`src/core_csr_pkg.sv`:
```
// Shared types, operation codes and the CSR address map, imported by every module of the slice
package core_csr_pkg;

  ////////////////////
  // Width types
  ////////////////////

  typedef logic [31:0] word_t;      // CSR data, counters, debug data bus
  typedef logic [11:0] csr_addr_t;  // CSR address space
  typedef logic [15:0] dbg_addr_t;  // Debug bus address
  typedef logic [4:0]  hart_id_t;   // Core or cluster id

  ////////////////////
  // Enums
  ////////////////////

  // CSR operation from the execute stage
  typedef enum logic [1:0] {
    CSR_OP_NONE  = 2'b00,  // Read only
    CSR_OP_WRITE = 2'b01,
    CSR_OP_SET   = 2'b10,  // OR data in
    CSR_OP_CLEAR = 2'b11   // Mask data out
  } csr_op_e;

  // Debug bus handshake states
  typedef enum logic [1:0] {
    DBG_IDLE    = 2'b00,  // Wait for strobe
    DBG_ACCESS  = 2'b01,  // CSR port or ctrl reg access
    DBG_ACK     = 2'b10,  // Ack being raised
    DBG_RELEASE = 2'b11   // Wait for strobe to drop
  } dbg_state_e;

  ////////////////////
  // CSR address map
  ////////////////////

  localparam csr_addr_t CSR_MSCRATCH   = 12'h340;
  localparam csr_addr_t CSR_MHARTID    = 12'hF14;  // Read only, {cluster, core}

  // Performance counters
  localparam csr_addr_t CSR_PCCR_CYCLE = 12'h780;
  localparam csr_addr_t CSR_PCCR_LOAD  = 12'h781;
  localparam csr_addr_t CSR_PCCR_STORE = 12'h782;
  localparam csr_addr_t CSR_PCCR_EXT0  = 12'h783;  // Ext counter i at EXT0 + i

  // Counter enable mask
  // Bit 0 cycles, 1 loads, 2 stores, 3+i ext counter i
  localparam csr_addr_t CSR_PCER       = 12'h7A0;

  ////////////////////
  // Debug bus map
  ////////////////////

  localparam dbg_addr_t   DBG_ADDR_CTRL = 16'h0000;  // Halt control, bit 0 halt request
  localparam int unsigned DBG_CSR_BIT   = 15;        // Set selects CSR at addr[11:0]

  // Upper bound on external counters covered by PCER
  localparam int unsigned MAX_EXT_CNT   = 8;

endpackage
```
`src/csr_dbg_top.sv`:
```
// Control and status top level joining the debug unit and the CSR file, instantiated by the core
`timescale 1ns/1ps

module csr_dbg_top
#(
  parameter int unsigned n_ext_counters = 2
)
(
  input  logic                          clk,
  input  logic                          rst_n,

  input  core_csr_pkg::hart_id_t        core_id_i,
  input  core_csr_pkg::hart_id_t        cluster_id_i,

  // Execute stage CSR port
  input  logic                          csr_access_i,
  input  core_csr_pkg::csr_op_e         csr_op_i,
  input  core_csr_pkg::csr_addr_t       csr_addr_i,
  input  core_csr_pkg::word_t           csr_wdata_i,
  output core_csr_pkg::word_t           csr_rdata_o,

  // Observed data bus
  input  logic                          data_req_i,
  input  logic                          data_gnt_i,
  input  logic                          data_we_i,

  input  logic [n_ext_counters-1:0]     ext_perf_counters_i,

  // Debug bus
  input  logic                          dbginf_stall_i,
  input  logic                          dbginf_strobe_i,
  input  logic                          dbginf_we_i,
  input  core_csr_pkg::dbg_addr_t       dbginf_addr_i,
  input  core_csr_pkg::word_t           dbginf_data_i,
  output logic                          dbginf_ack_o,
  output core_csr_pkg::word_t           dbginf_data_o,

  output logic                          dbg_stall_o
);

  import core_csr_pkg::*;

  // Debug to CSR file
  logic      dbg_csr_req;
  logic      dbg_csr_we;
  csr_addr_t dbg_csr_addr;
  word_t     dbg_csr_wdata;
  word_t     dbg_csr_rdata;

  ////////////////////
  // Debug unit
  ////////////////////

  dbg_unit i_dbg_unit
  (
    .clk             ( clk             ),
    .rst_n           ( rst_n           ),
    .dbginf_stall_i  ( dbginf_stall_i  ),
    .dbginf_strobe_i ( dbginf_strobe_i ),
    .dbginf_we_i     ( dbginf_we_i     ),
    .dbginf_addr_i   ( dbginf_addr_i   ),
    .dbginf_data_i   ( dbginf_data_i   ),
    .dbginf_ack_o    ( dbginf_ack_o    ),
    .dbginf_data_o   ( dbginf_data_o   ),
    .dbg_stall_o     ( dbg_stall_o     ),
    .dbg_csr_req_o   ( dbg_csr_req     ),
    .dbg_csr_we_o    ( dbg_csr_we      ),
    .dbg_csr_addr_o  ( dbg_csr_addr    ),
    .dbg_csr_wdata_o ( dbg_csr_wdata   ),
    .dbg_csr_rdata_i ( dbg_csr_rdata   )
  );

  ////////////////////
  // CSR file
  ////////////////////

  cs_registers
  #(
    .n_ext_counters      ( n_ext_counters      )
  )
  i_cs_registers
  (
    .clk                 ( clk                 ),
    .rst_n               ( rst_n               ),
    .core_id_i           ( core_id_i           ),
    .cluster_id_i        ( cluster_id_i        ),
    .csr_access_i        ( csr_access_i        ),
    .csr_op_i            ( csr_op_i            ),
    .csr_addr_i          ( csr_addr_i          ),
    .csr_wdata_i         ( csr_wdata_i         ),
    .csr_rdata_o         ( csr_rdata_o         ),
    .dbg_csr_req_i       ( dbg_csr_req         ),
    .dbg_csr_we_i        ( dbg_csr_we          ),
    .dbg_csr_addr_i      ( dbg_csr_addr        ),
    .dbg_csr_wdata_i     ( dbg_csr_wdata       ),
    .dbg_csr_rdata_o     ( dbg_csr_rdata       ),
    .data_req_i          ( data_req_i          ),
    .data_gnt_i          ( data_gnt_i          ),
    .data_we_i           ( data_we_i           ),
    .ext_perf_counters_i ( ext_perf_counters_i )
  );

endmodule

```
`src/dbg_unit.sv`:
```
// Debug bus slave with the halt control register and CSR access sequencing, used by the top level
`timescale 1ns/1ps

module dbg_unit
(
  input  logic                          clk,
  input  logic                          rst_n,

  // Debug bus
  input  logic                          dbginf_stall_i,
  input  logic                          dbginf_strobe_i,
  input  logic                          dbginf_we_i,
  input  core_csr_pkg::dbg_addr_t       dbginf_addr_i,
  input  core_csr_pkg::word_t           dbginf_data_i,
  output logic                          dbginf_ack_o,
  output core_csr_pkg::word_t           dbginf_data_o,

  output logic                          dbg_stall_o,    // Halts the core

  // CSR port towards the CSR file
  output logic                          dbg_csr_req_o,
  output logic                          dbg_csr_we_o,
  output core_csr_pkg::csr_addr_t       dbg_csr_addr_o,
  output core_csr_pkg::word_t           dbg_csr_wdata_o,
  input  core_csr_pkg::word_t           dbg_csr_rdata_i
);

  import core_csr_pkg::*;

  dbg_state_e state_q;
  dbg_state_e state_d;
  logic       halt_q;      // Halt request from ctrl reg
  logic       ack_q;
  word_t      rdata_q;     // Read data for the ack cycle
  logic       csr_space;
  logic       ctrl_space;

  assign csr_space   = dbginf_addr_i[DBG_CSR_BIT];
  assign ctrl_space  = (dbginf_addr_i == DBG_ADDR_CTRL);
  assign dbg_stall_o = halt_q | dbginf_stall_i;  // Either source halts

  ////////////////////
  // Handshake FSM
  ////////////////////

  always_comb
  begin
    state_d = state_q;
    case (state_q)
      DBG_IDLE:
      begin
        if (dbginf_strobe_i)
          state_d = DBG_ACCESS;
      end
      DBG_ACCESS:  state_d = DBG_ACK;
      DBG_ACK:     state_d = DBG_RELEASE;   // Ack registered on this edge
      DBG_RELEASE:
      begin
        if (!dbginf_strobe_i)
          state_d = DBG_IDLE;               // Requester saw the ack
      end
      default:     state_d = DBG_IDLE;
    endcase
  end

  always_ff @(posedge clk, negedge rst_n)
  begin
    if (!rst_n)
    begin
      state_q <= DBG_IDLE;
      halt_q  <= 1'b0;
      ack_q   <= 1'b0;
    end
    else
    begin
      state_q <= state_d;
      ack_q   <= (state_q == DBG_ACK);      // Single cycle pulse
      if (state_q == DBG_ACCESS && dbginf_we_i && ctrl_space)
        halt_q <= dbginf_data_i[0];
    end
  end

  // Capture read data at the end of the access cycle
  always_ff @(posedge clk)
  begin
    if (state_q == DBG_ACCESS)
    begin
      if (dbg_csr_req_o)
        rdata_q <= dbg_csr_rdata_i;         // Value before the write
      else if (ctrl_space)
        rdata_q <= {31'd0, halt_q};
      else
        rdata_q <= '0;                      // Core running or unmapped
    end
  end

  ////////////////////
  // CSR port
  ////////////////////

  // Only while halted, else the write is dropped
  assign dbg_csr_req_o   = (state_q == DBG_ACCESS) & csr_space & dbg_stall_o;
  assign dbg_csr_we_o    = dbginf_we_i;
  assign dbg_csr_addr_o  = dbginf_addr_i[11:0];
  assign dbg_csr_wdata_o = dbginf_data_i;

  assign dbginf_ack_o    = ack_q;
  assign dbginf_data_o   = rdata_q;

  // Accepted strobe gives a one cycle ack two cycles after the sampling edge
  a_ack_timing: assert property (@(posedge clk) disable iff (!rst_n)
    (state_q == DBG_IDLE && dbginf_strobe_i) |-> ##3 dbginf_ack_o ##1 !dbginf_ack_o)
    else $error("debug ack timing violated");

  a_csr_req_window: assert property (@(posedge clk) disable iff (!rst_n)
    dbg_csr_req_o |-> (state_q == DBG_ACCESS) ##1 !dbg_csr_req_o)
    else $error("debug CSR request outside the access cycle");

endmodule

```
`src/cs_registers.sv`:
```
// CSR file with the core and debug access ports, instantiated by the control/status top level
`timescale 1ns/1ps

module cs_registers
#(
  parameter int unsigned n_ext_counters = 2
)
(
  input  logic                          clk,
  input  logic                          rst_n,

  // Static ids for MHARTID
  input  core_csr_pkg::hart_id_t        core_id_i,
  input  core_csr_pkg::hart_id_t        cluster_id_i,

  // Execute stage port
  input  logic                          csr_access_i,
  input  core_csr_pkg::csr_op_e         csr_op_i,
  input  core_csr_pkg::csr_addr_t       csr_addr_i,
  input  core_csr_pkg::word_t           csr_wdata_i,
  output core_csr_pkg::word_t           csr_rdata_o,

  // Debug unit port
  input  logic                          dbg_csr_req_i,
  input  logic                          dbg_csr_we_i,
  input  core_csr_pkg::csr_addr_t       dbg_csr_addr_i,
  input  core_csr_pkg::word_t           dbg_csr_wdata_i,
  output core_csr_pkg::word_t           dbg_csr_rdata_o,

  // Counter event sources
  input  logic                          data_req_i,
  input  logic                          data_gnt_i,
  input  logic                          data_we_i,
  input  logic [n_ext_counters-1:0]     ext_perf_counters_i
);

  import core_csr_pkg::*;

  localparam int unsigned n_cnt     = n_ext_counters + 3;
  localparam word_t       pcer_mask = word_t'((32'd1 << n_cnt) - 32'd1);  // Implemented bits

  logic              access;       // Selected port active
  csr_op_e           op;
  csr_addr_t         addr;
  word_t             wdata;
  word_t             rdata;        // Value before the operation
  word_t             new_value;
  logic              writable;     // Mapped and not read only
  logic              csr_we;
  word_t             mscratch_q;
  word_t             pcer_q;
  logic [n_cnt-1:0]  cnt_we;
  word_t [n_cnt-1:0] cnt_values;

  if (n_ext_counters < 1 || n_ext_counters > MAX_EXT_CNT)
  begin : g_bad_ext_cnt
    $error("n_ext_counters must be between 1 and MAX_EXT_CNT");
  end

  // Counter index to CSR address
  function automatic csr_addr_t cnt_addr(int unsigned idx);
    case (idx)
      0:       return CSR_PCCR_CYCLE;
      1:       return CSR_PCCR_LOAD;
      2:       return CSR_PCCR_STORE;
      default: return csr_addr_t'(CSR_PCCR_EXT0 + idx - 3);
    endcase
  endfunction

  ////////////////////
  // Port arbitration
  ////////////////////

  // Debug request owns the port for its single cycle
  assign access = dbg_csr_req_i | csr_access_i;
  assign addr   = dbg_csr_req_i ? dbg_csr_addr_i  : csr_addr_i;
  assign wdata  = dbg_csr_req_i ? dbg_csr_wdata_i : csr_wdata_i;
  assign op     = dbg_csr_req_i ? (dbg_csr_we_i ? CSR_OP_WRITE : CSR_OP_NONE) : csr_op_i;

  ////////////////////
  // Read mux
  ////////////////////

  always_comb
  begin
    rdata    = '0;   // Unmapped reads as zero
    writable = 1'b0;
    case (addr)
      CSR_MSCRATCH:
      begin
        rdata    = mscratch_q;
        writable = 1'b1;
      end
      CSR_MHARTID: rdata = {22'd0, cluster_id_i, core_id_i};  // Read only
      CSR_PCER:
      begin
        rdata    = pcer_q;
        writable = 1'b1;
      end
      default: ;
    endcase
    for (int i = 0; i < n_cnt; i++)
    begin
      if (addr == cnt_addr(i))
      begin
        rdata    = cnt_values[i];
        writable = 1'b1;
      end
    end
  end

  assign csr_rdata_o     = rdata;
  assign dbg_csr_rdata_o = rdata;   // Debug sees the same mux

  ////////////////////
  // Write path
  ////////////////////

  always_comb
  begin
    case (op)
      CSR_OP_WRITE: new_value = wdata;
      CSR_OP_SET:   new_value = rdata | wdata;
      CSR_OP_CLEAR: new_value = rdata & ~wdata;
      default:      new_value = rdata;
    endcase
  end

  assign csr_we = access & (op != CSR_OP_NONE) & writable;

  always_ff @(posedge clk, negedge rst_n)
  begin
    if (!rst_n)
    begin
      mscratch_q <= '0;
      pcer_q     <= '0;
    end
    else if (csr_we)
    begin
      if (addr == CSR_MSCRATCH)
        mscratch_q <= new_value;
      if (addr == CSR_PCER)
        pcer_q <= new_value & pcer_mask;  // Unused enables stay 0
    end
  end

  // One write strobe per counter
  always_comb
  begin
    for (int i = 0; i < n_cnt; i++)
      cnt_we[i] = csr_we & (addr == cnt_addr(i));
  end

  perf_counters
  #(
    .n_ext_counters      ( n_ext_counters      )
  )
  i_perf_counters
  (
    .clk                 ( clk                 ),
    .rst_n               ( rst_n               ),
    .pcer_i              ( pcer_q              ),
    .data_req_i          ( data_req_i          ),
    .data_gnt_i          ( data_gnt_i          ),
    .data_we_i           ( data_we_i           ),
    .ext_perf_counters_i ( ext_perf_counters_i ),
    .cnt_we_i            ( cnt_we              ),
    .cnt_wdata_i         ( new_value           ),
    .cnt_values_o        ( cnt_values          )
  );

  // Debug only accesses while the core is halted, so the ports never collide
  a_port_excl: assert property (@(posedge clk) disable iff (!rst_n)
    dbg_csr_req_i |-> !csr_access_i)
    else $error("core CSR access during a debug CSR access");

endmodule

```
`src/perf_counters.sv`:
```
// Performance counter bank fed by data bus events and external pulses, instantiated by the CSR file
`timescale 1ns/1ps

module perf_counters
#(
  parameter int unsigned n_ext_counters = 2
)
(
  input  logic                                      clk,
  input  logic                                      rst_n,

  input  core_csr_pkg::word_t                       pcer_i,         // Enable mask

  // Observed data bus
  input  logic                                      data_req_i,
  input  logic                                      data_gnt_i,
  input  logic                                      data_we_i,

  input  logic [n_ext_counters-1:0]                 ext_perf_counters_i,

  // CSR write path
  input  logic [n_ext_counters+2:0]                 cnt_we_i,       // One strobe per counter
  input  core_csr_pkg::word_t                       cnt_wdata_i,

  output core_csr_pkg::word_t [n_ext_counters+2:0]  cnt_values_o
);

  import core_csr_pkg::*;

  localparam int unsigned n_cnt = n_ext_counters + 3;  // Cycle, load, store, externals

  logic              load_evt;
  logic              store_evt;
  logic [n_cnt-1:0]  evt;          // Per counter increment request
  word_t [n_cnt-1:0] cnt_q;

  ////////////////////
  // Event derivation
  ////////////////////

  // Granted transfer, split by direction
  assign load_evt  = data_req_i & data_gnt_i & ~data_we_i;
  assign store_evt = data_req_i & data_gnt_i &  data_we_i;

  // Same bit order as PCER
  assign evt = {ext_perf_counters_i, store_evt, load_evt, 1'b1};  // Bit 0 counts every cycle

  ////////////////////
  // Counter storage
  ////////////////////

  always_ff @(posedge clk, negedge rst_n)
  begin
    if (!rst_n)
    begin
      cnt_q <= '0;
    end
    else
    begin
      for (int i = 0; i < n_cnt; i++)
      begin
        if (cnt_we_i[i])
          cnt_q[i] <= cnt_wdata_i;            // Software write beats the event
        else if (pcer_i[i] && evt[i])
          cnt_q[i] <= cnt_q[i] + 32'd1;       // Wraps at 32 bits
      end
    end
  end

  assign cnt_values_o = cnt_q;

  // Direction split must never flag both kinds at once
  a_evt_excl: assert property (@(posedge clk) disable iff (!rst_n)
    !(load_evt && store_evt))
    else $error("load and store event in the same cycle");

endmodule

```
`config.mk`:
```
export PLATFORM = sky130hd
export DESIGN_NAME = csr_dbg_top
export DESIGN_NICKNAME = d
export VERILOG_FILES = /design/src/core_csr_pkg.sv /design/src/csr_dbg_top.sv /design/src/dbg_unit.sv /design/src/cs_registers.sv /design/src/perf_counters.sv
export SDC_FILE = /design/constraint.sdc
export NUM_CORES = 1
export LEC_CHECK = 0
export BUFFER_PORTS_ARGS = -buffer_cell sky130_fd_sc_hd__buf_2
export CAP_MARGIN = 25
export CORE_AREA = 3 3 184 186
export DETAILED_ROUTE_END_ITERATION = 16
export DIE_AREA = 0 0 187 189
export PLACE_DENSITY_LB_ADDON = 0.12
export SYNTH_ARGS = -nofsm -noshare
export SYNTH_HDL_FRONTEND = slang
export SYNTH_SLANG_ARGS = --single-unit
```
`constraint.sdc`:
```
create_clock -name clk -period 4.5 [get_ports clk]
set_input_delay 0.9 -clock clk [delete_from_list [all_inputs] [get_ports clk]]
set_output_delay 0.9 -clock clk [all_outputs]
set_load 0.05 [all_outputs]
```
======== After elaboration in Yosys (flattened, before gate mapping) ========
Index checks and enable logic that the tools add are counted.
storage, ports and cells
  bits in registers ....................... 233
  output and inout bits ................... 66
operators by class
  $add $sub $neg .......................... 5
  equal/unequal tests ..................... 16
  muxes and demuxes ....................... 32
  bitwise gates (word level) .............. 18
  reduce and logical (&&, ||, !) cells .... 18
operator list
  kind                   number
  $mux 32                17
  $pmux 32 s3            2
  $add 32x1->32 const B  5
  $eq 12x11->1 const B   6
  $and 32x32->32         1
  $not 32->32            1
  $or 32x32->32          1
  $logic_not 16->1       1
  $and 1x1->1            12
  $eq 12x10->1 const B   1
  $eq 12x12->1 const B   1
  $mux 12                1
  $reduce_bool 2->1      6
  $eq 2x2->1 const B     4
  $mux 1                 8
  $pmux 2 s4             1
  $logic_and 1x1->1      6
  $mux 2                 3
  $reduce_and 2->1       3
  $eq 2x1->1 const B     2
  $ne 2x2->1 const B     2
  $logic_not 2->1        1
  $or 1x1->1             2
  $reduce_or 2->1        1
  $not 1->1              1

======== Longest topological paths before layout ========
  depth after elaboration ................. 15
  depth in mapped cells ................... 14
  mapped depth without buffers ............ 9

======== By module ========
Synthesis repeated with hierarchy kept, for this count alone.
unflattened totals
  cells, all modules ...................... 1872
  area total of the unflattened synthesis .. 16301.9 µm²
by module, submodules not included
  module         instances  cells an instance  area each (µm²)
  perf_counters  1          1004               8928.6
  cs_registers   1          731                5586.6
  dbg_unit       1          137                1786.7

======== Worst setup path after synthesis ========
OpenSTA, ideal clock, no wires.
  path type ............................... register -> output
  start point ............................. register i_dbg_unit.state_q[1]
  end point ............................... output port csr_rdata_o[25]
  data arrival time ....................... 3.860 ns
  required time ........................... 3.600 ns
  slack ................................... -0.260 ns
  stages on the path, launching flop included .. 10
  cell sequence ........................... dfrtp_1 -> inv_1 -> ha_1 -> o211ai_2 -> buf_6 -> mux2_2 -> o21ai_1 -> clkbuf_1 -> o21ai_0 -> o21ai_0
between the ends
  word-level cells in the longest chain between the ends .. 11
ends and longest elaborated chain
  element                                     line                 text
  from (decl)                                 dbg_unit.sv:30       dbg_state_e state_q;
  from (signal assigned)                      dbg_unit.sv:76       state_q <= state_d;
  $eq 2x1->1 *                                dbg_unit.sv:102      assign dbg_csr_req_o = (state_q == DBG_ACCESS) & csr_space & dbg_stall_o;
  $and 1x1->1 * (2 in series)                 dbg_unit.sv:102
  $mux 12 *                                   cs_registers.sv:76   assign addr = dbg_csr_req_i ? dbg_csr_addr_i : csr_addr_i;
  $eq 12x11->1, or another cell as far along  cs_registers.sv:88   case (addr)
  $pmux 32 s3                                 cs_registers.sv:88
  $mux 32 (4 in series)                       cs_registers.sv:104  if (addr == cnt_addr(i))
  $mux 32 *                                   cs_registers.sv:104
  to (decl)                                   csr_dbg_top.sv:20    output core_csr_pkg::word_t csr_rdata_o,
Every way passes the cells marked *; elsewhere a longest branch is shown, timed or not.

======== Final worst setup path ========
  start point ............................. register i_dbg_unit.state_q[1]
  end point ............................... output port csr_rdata_o[13]
Same word-level chain as after synthesis.

==> reports/results.ini <==
[placement]
dp.final_hpwl_um = 50000
dpl.cell_count = 2527
port_buffers = 180
gp_congestion = 0.964
placedInstanceArea_um2 = 18000
dp_worst_setup_slack_ns = 0.143

[pwr]
total_switching_power_mw = 2.04
post-layout-total-power_mw = 6.08
power.sequential.fraction = 0.381
p_per_area_nw_per_um2 = 319
worst_ir_drop_vdd_v = 0.000267
clock_power_share = 0.387
power.leakage_nw = 8.12
netSwitchingFraction = 0.335
share_comb_of_total_power = 0.232
internal_power_mw = 4.04

[timing]
timing_worst_slew_pin_value_ns = 0.875
clock.fmax_mhz = 225
count_of_final_setup_violators = 0
hold_viol = 0
fin_ws_ns = 0.0598
setup_total_negative_slack_ns = 0
tmin_final_ns = 4.44
holdWs_ns = 0.152
skew_ns = 0.0210
finalMaxSlewViolations = 0
layout_worst_path_cycle_share = 0.987
timing.slew.headroom = 0.417

[job]
max-cap-violations = 0

[setup_path]
cp-end-kind = primary output
critPathMaxFanout = 16
path_common_cell = sky130_fd_sc_hd__buf_4
number_of_cells_on_the_worst_reg_to_reg_path = 11
crit_family = compound AO/OA/AOI/OAI gates
crit_path_cell_chain = inv_1 -> ha_2 -> o211ai_4 -> buf_4 -> mux2_2 -> a22o_1 -> a222oi_1 -> o22a_1 -> nor2_1 -> buf_4 -> buf_2
critical_path_depth = 11
crit_required_ns = 3.60
crit_slowest_cell = sky130_fd_sc_hd__mux2_2
crit_buf_inv = 4
delay_of_the_slowest_cell_on_the_worst_path_ns = 0.51
critPathLaunchType = register
worst_ep_arrival_time_ns = 3.54
setup.worst_path.class = register to primary output

[clock_network]
clk_path_buf_depth = 3
root_buffer = sky130_fd_sc_hd__clkbuf_16
clk_transition_reported_paths_ns = 0.07
clk-insertion-delay-late_ns = 0.57
deepest_level_of_the_cts_h_tree = 1
cts_buffers = 27
cts_num_sinks = 233
tritoncts = yes

[detailed_routing]
drc_errors = 0
detailroute.via_count = 16400
routed_wire_length_per_instance_um = 25.5
routed_wl_um = 65900
detail-route-antenna-nets = 0
routed_via_density = 6.33
detailedRoute.firstIterationViolations = 2126
drtPass1Iterations = 8

[finish]
post_route_cells_drive_above_1_share = 0.199
final_core_util = 0.588
design_area_um2 = 19100
area_growth_pct = 18.9
fin_cells = 2587
fin_nets = 2250

[synth]
synthesis.area_um2 = 16100
synth_top_cell_by_area = sky130_fd_sc_hd__dfrtp_1
yosys.cell_count.top_type = sky130_fd_sc_hd__nand2_1
synth_warnings = 0
synth_flop_cell = sky130_fd_sc_hd__dfrtp_1
ys_ff_latch = 233
post_synth_most_frequent_cells = sky130_fd_sc_hd__nand2_1, sky130_fd_sc_hd__nor2_1, sky130_fd_sc_hd__dfrtp_1
postSynthCellCount = 1900
yosys.cell_types.count = 90
edff_count_synth = 32
synth_seq_area_share = 0.373
synth.net_count = 2025
asyncSetResetFlopFracSynth = 0.863
synth_top_area_share = 0.313
biggest_area_contributors_in_the_synthesized_netlist = sky130_fd_sc_hd__dfrtp_1, sky130_fd_sc_hd__edfxtp_1, sky130_fd_sc_hd__a21oi_1
syn-mean-instance-area_um2 = 8.45

[grt]
global_route_wire_length_before_repair_um = 97100
globalRoute.totalOverflow = 0
grt_use_total = 0.359
grt_pass1_vias = 15200
antenna_found_initial = 2
grt_max_degree = 115

[die]
dieArea_um2 = 35300
pin_count = 181
die_w_um = 187
chipHeight_um = 189
initial_util = 0.495
placementRows = 66
fp.coreArea_um2 = 32500

[status]
run_status = finished, final reports clean

[worst_hold_path]
hp-class = primary input to asynchronous set/reset pin

[cell families after synthesis]
kind of cell	count (synthesis)	synth area share
xor gates and xnor gates	161	0.0878
buffers and inverters	126	0.0383
and+or+nand+nor	810	0.245
adders and majority gates	10	0.00779
DFF	233	0.373
AOI/OAI and AO/OA	485	0.198
muxes	75	0.0502
[area by class of cell]
class | instances | area [um^2]
clock inverters | 13 | 204
clock buffers | 35 | 716
inverters | 15 | 56.3
fillers | 2977 | 13400
diodes | 1 | 2.50
repair buffers | 306 | 2020
flip-flops and latches | 233 | 5990
well taps | 442 | 553
multi-input cells | 1542 | 9560
[placed cells by master (no fill, tap or decap), types with 25 or more instances in the layout]
cell | synthesis | routed
sky130_fd_sc_hd__nand2_1 | 237 | 237
sky130_fd_sc_hd__nor2_1 | 206 | 204
sky130_fd_sc_hd__dfrtp_1 | 201 | 201
sky130_fd_sc_hd__a21oi_1 | 183 | 182
sky130_fd_sc_hd__buf_2 | 47 | 177
sky130_fd_sc_hd__nand3_1 | 134 | 134
sky130_fd_sc_hd__buf_4 | 4 | 113
sky130_fd_sc_hd__xnor2_1 | 99 | 99
sky130_fd_sc_hd__o21ai_0 | 89 | 83
sky130_fd_sc_hd__xor2_1 | 62 | 62
sky130_fd_sc_hd__mux2i_1 | 49 | 49
sky130_fd_sc_hd__nand4_1 | 42 | 42
sky130_fd_sc_hd__and3_1 | 35 | 35
sky130_fd_sc_hd__and2_1 | 32 | 32
sky130_fd_sc_hd__edfxtp_1 | 32 | 32
sky130_fd_sc_hd__nor3_1 | 34 | 30
sky130_fd_sc_hd__clkbuf_16 | 0 | 27
sky130_fd_sc_hd__o22ai_1 | 25 | 25
[power by group through the flow]
stage          clock network, mW  registers (mW)  logic (mW)
6_report                    2.35            2.32        1.41
2_1_floorplan                  0            2.70       0.477
3_5_place_dp                   0            2.36        1.36
3_3_place_gp                   0            2.36        1.36
5_1_grt                     2.46            2.33        1.47
4_1_cts                     2.37            2.32        1.37
[state kept, by name (all words and copies together) (netlist names)]
signal                                       flops
i_dbg_unit.halt_q                                1
i_cs_registers.pcer_q                            5
i_dbg_unit.dbginf_ack_o                          1
i_cs_registers.i_perf_counters.cnt_values_o    160
i_dbg_unit.dbginf_data_o                        32
i_dbg_unit.state_q                               2
i_cs_registers.mscratch_q                       32
[final timing paths]
path | start | end | slack (ns)
max in group asynchronous | rst_n | i_dbg_unit.state_q[0] | 3.05
hold / removal | rst_n | i_cs_registers.i_perf_counters.cnt_values_o[154] | 0.15
hold reg to reg | i_cs_registers.mscratch_q[22] | i_cs_registers.mscratch_q[22] | 0.48
setup reg to reg | i_dbg_unit.state_q[1] | i_cs_registers.pcer_q[0] | 0.91
setup / recovery | i_dbg_unit.state_q[1] | csr_rdata_o[13] | 0.06
min in group clk | i_cs_registers.mscratch_q[22] | i_cs_registers.mscratch_q[22] | 0.48
[per-layer routing]
metal | vias up | wire, um | GRT usage
met4 | 2 | 1400 | 0.0832
li1 | 7372 | - | -
met3 | 99 | 7890 | 0.101
met5 | - | 13 | 0
met1 | 7906 | 29000 | 0.532
met2 | 1002 | 27600 | 0.520
[repair_timing]
action                                  CTS  global route
buffers inserted                          0             7
gates cloned                              0             2
pin swaps                                 1             3
endpoints found under the setup margin    4            19
resized for setup                         2            17
hold buffers                              0             0
Power figures use the tool's default switching activity.
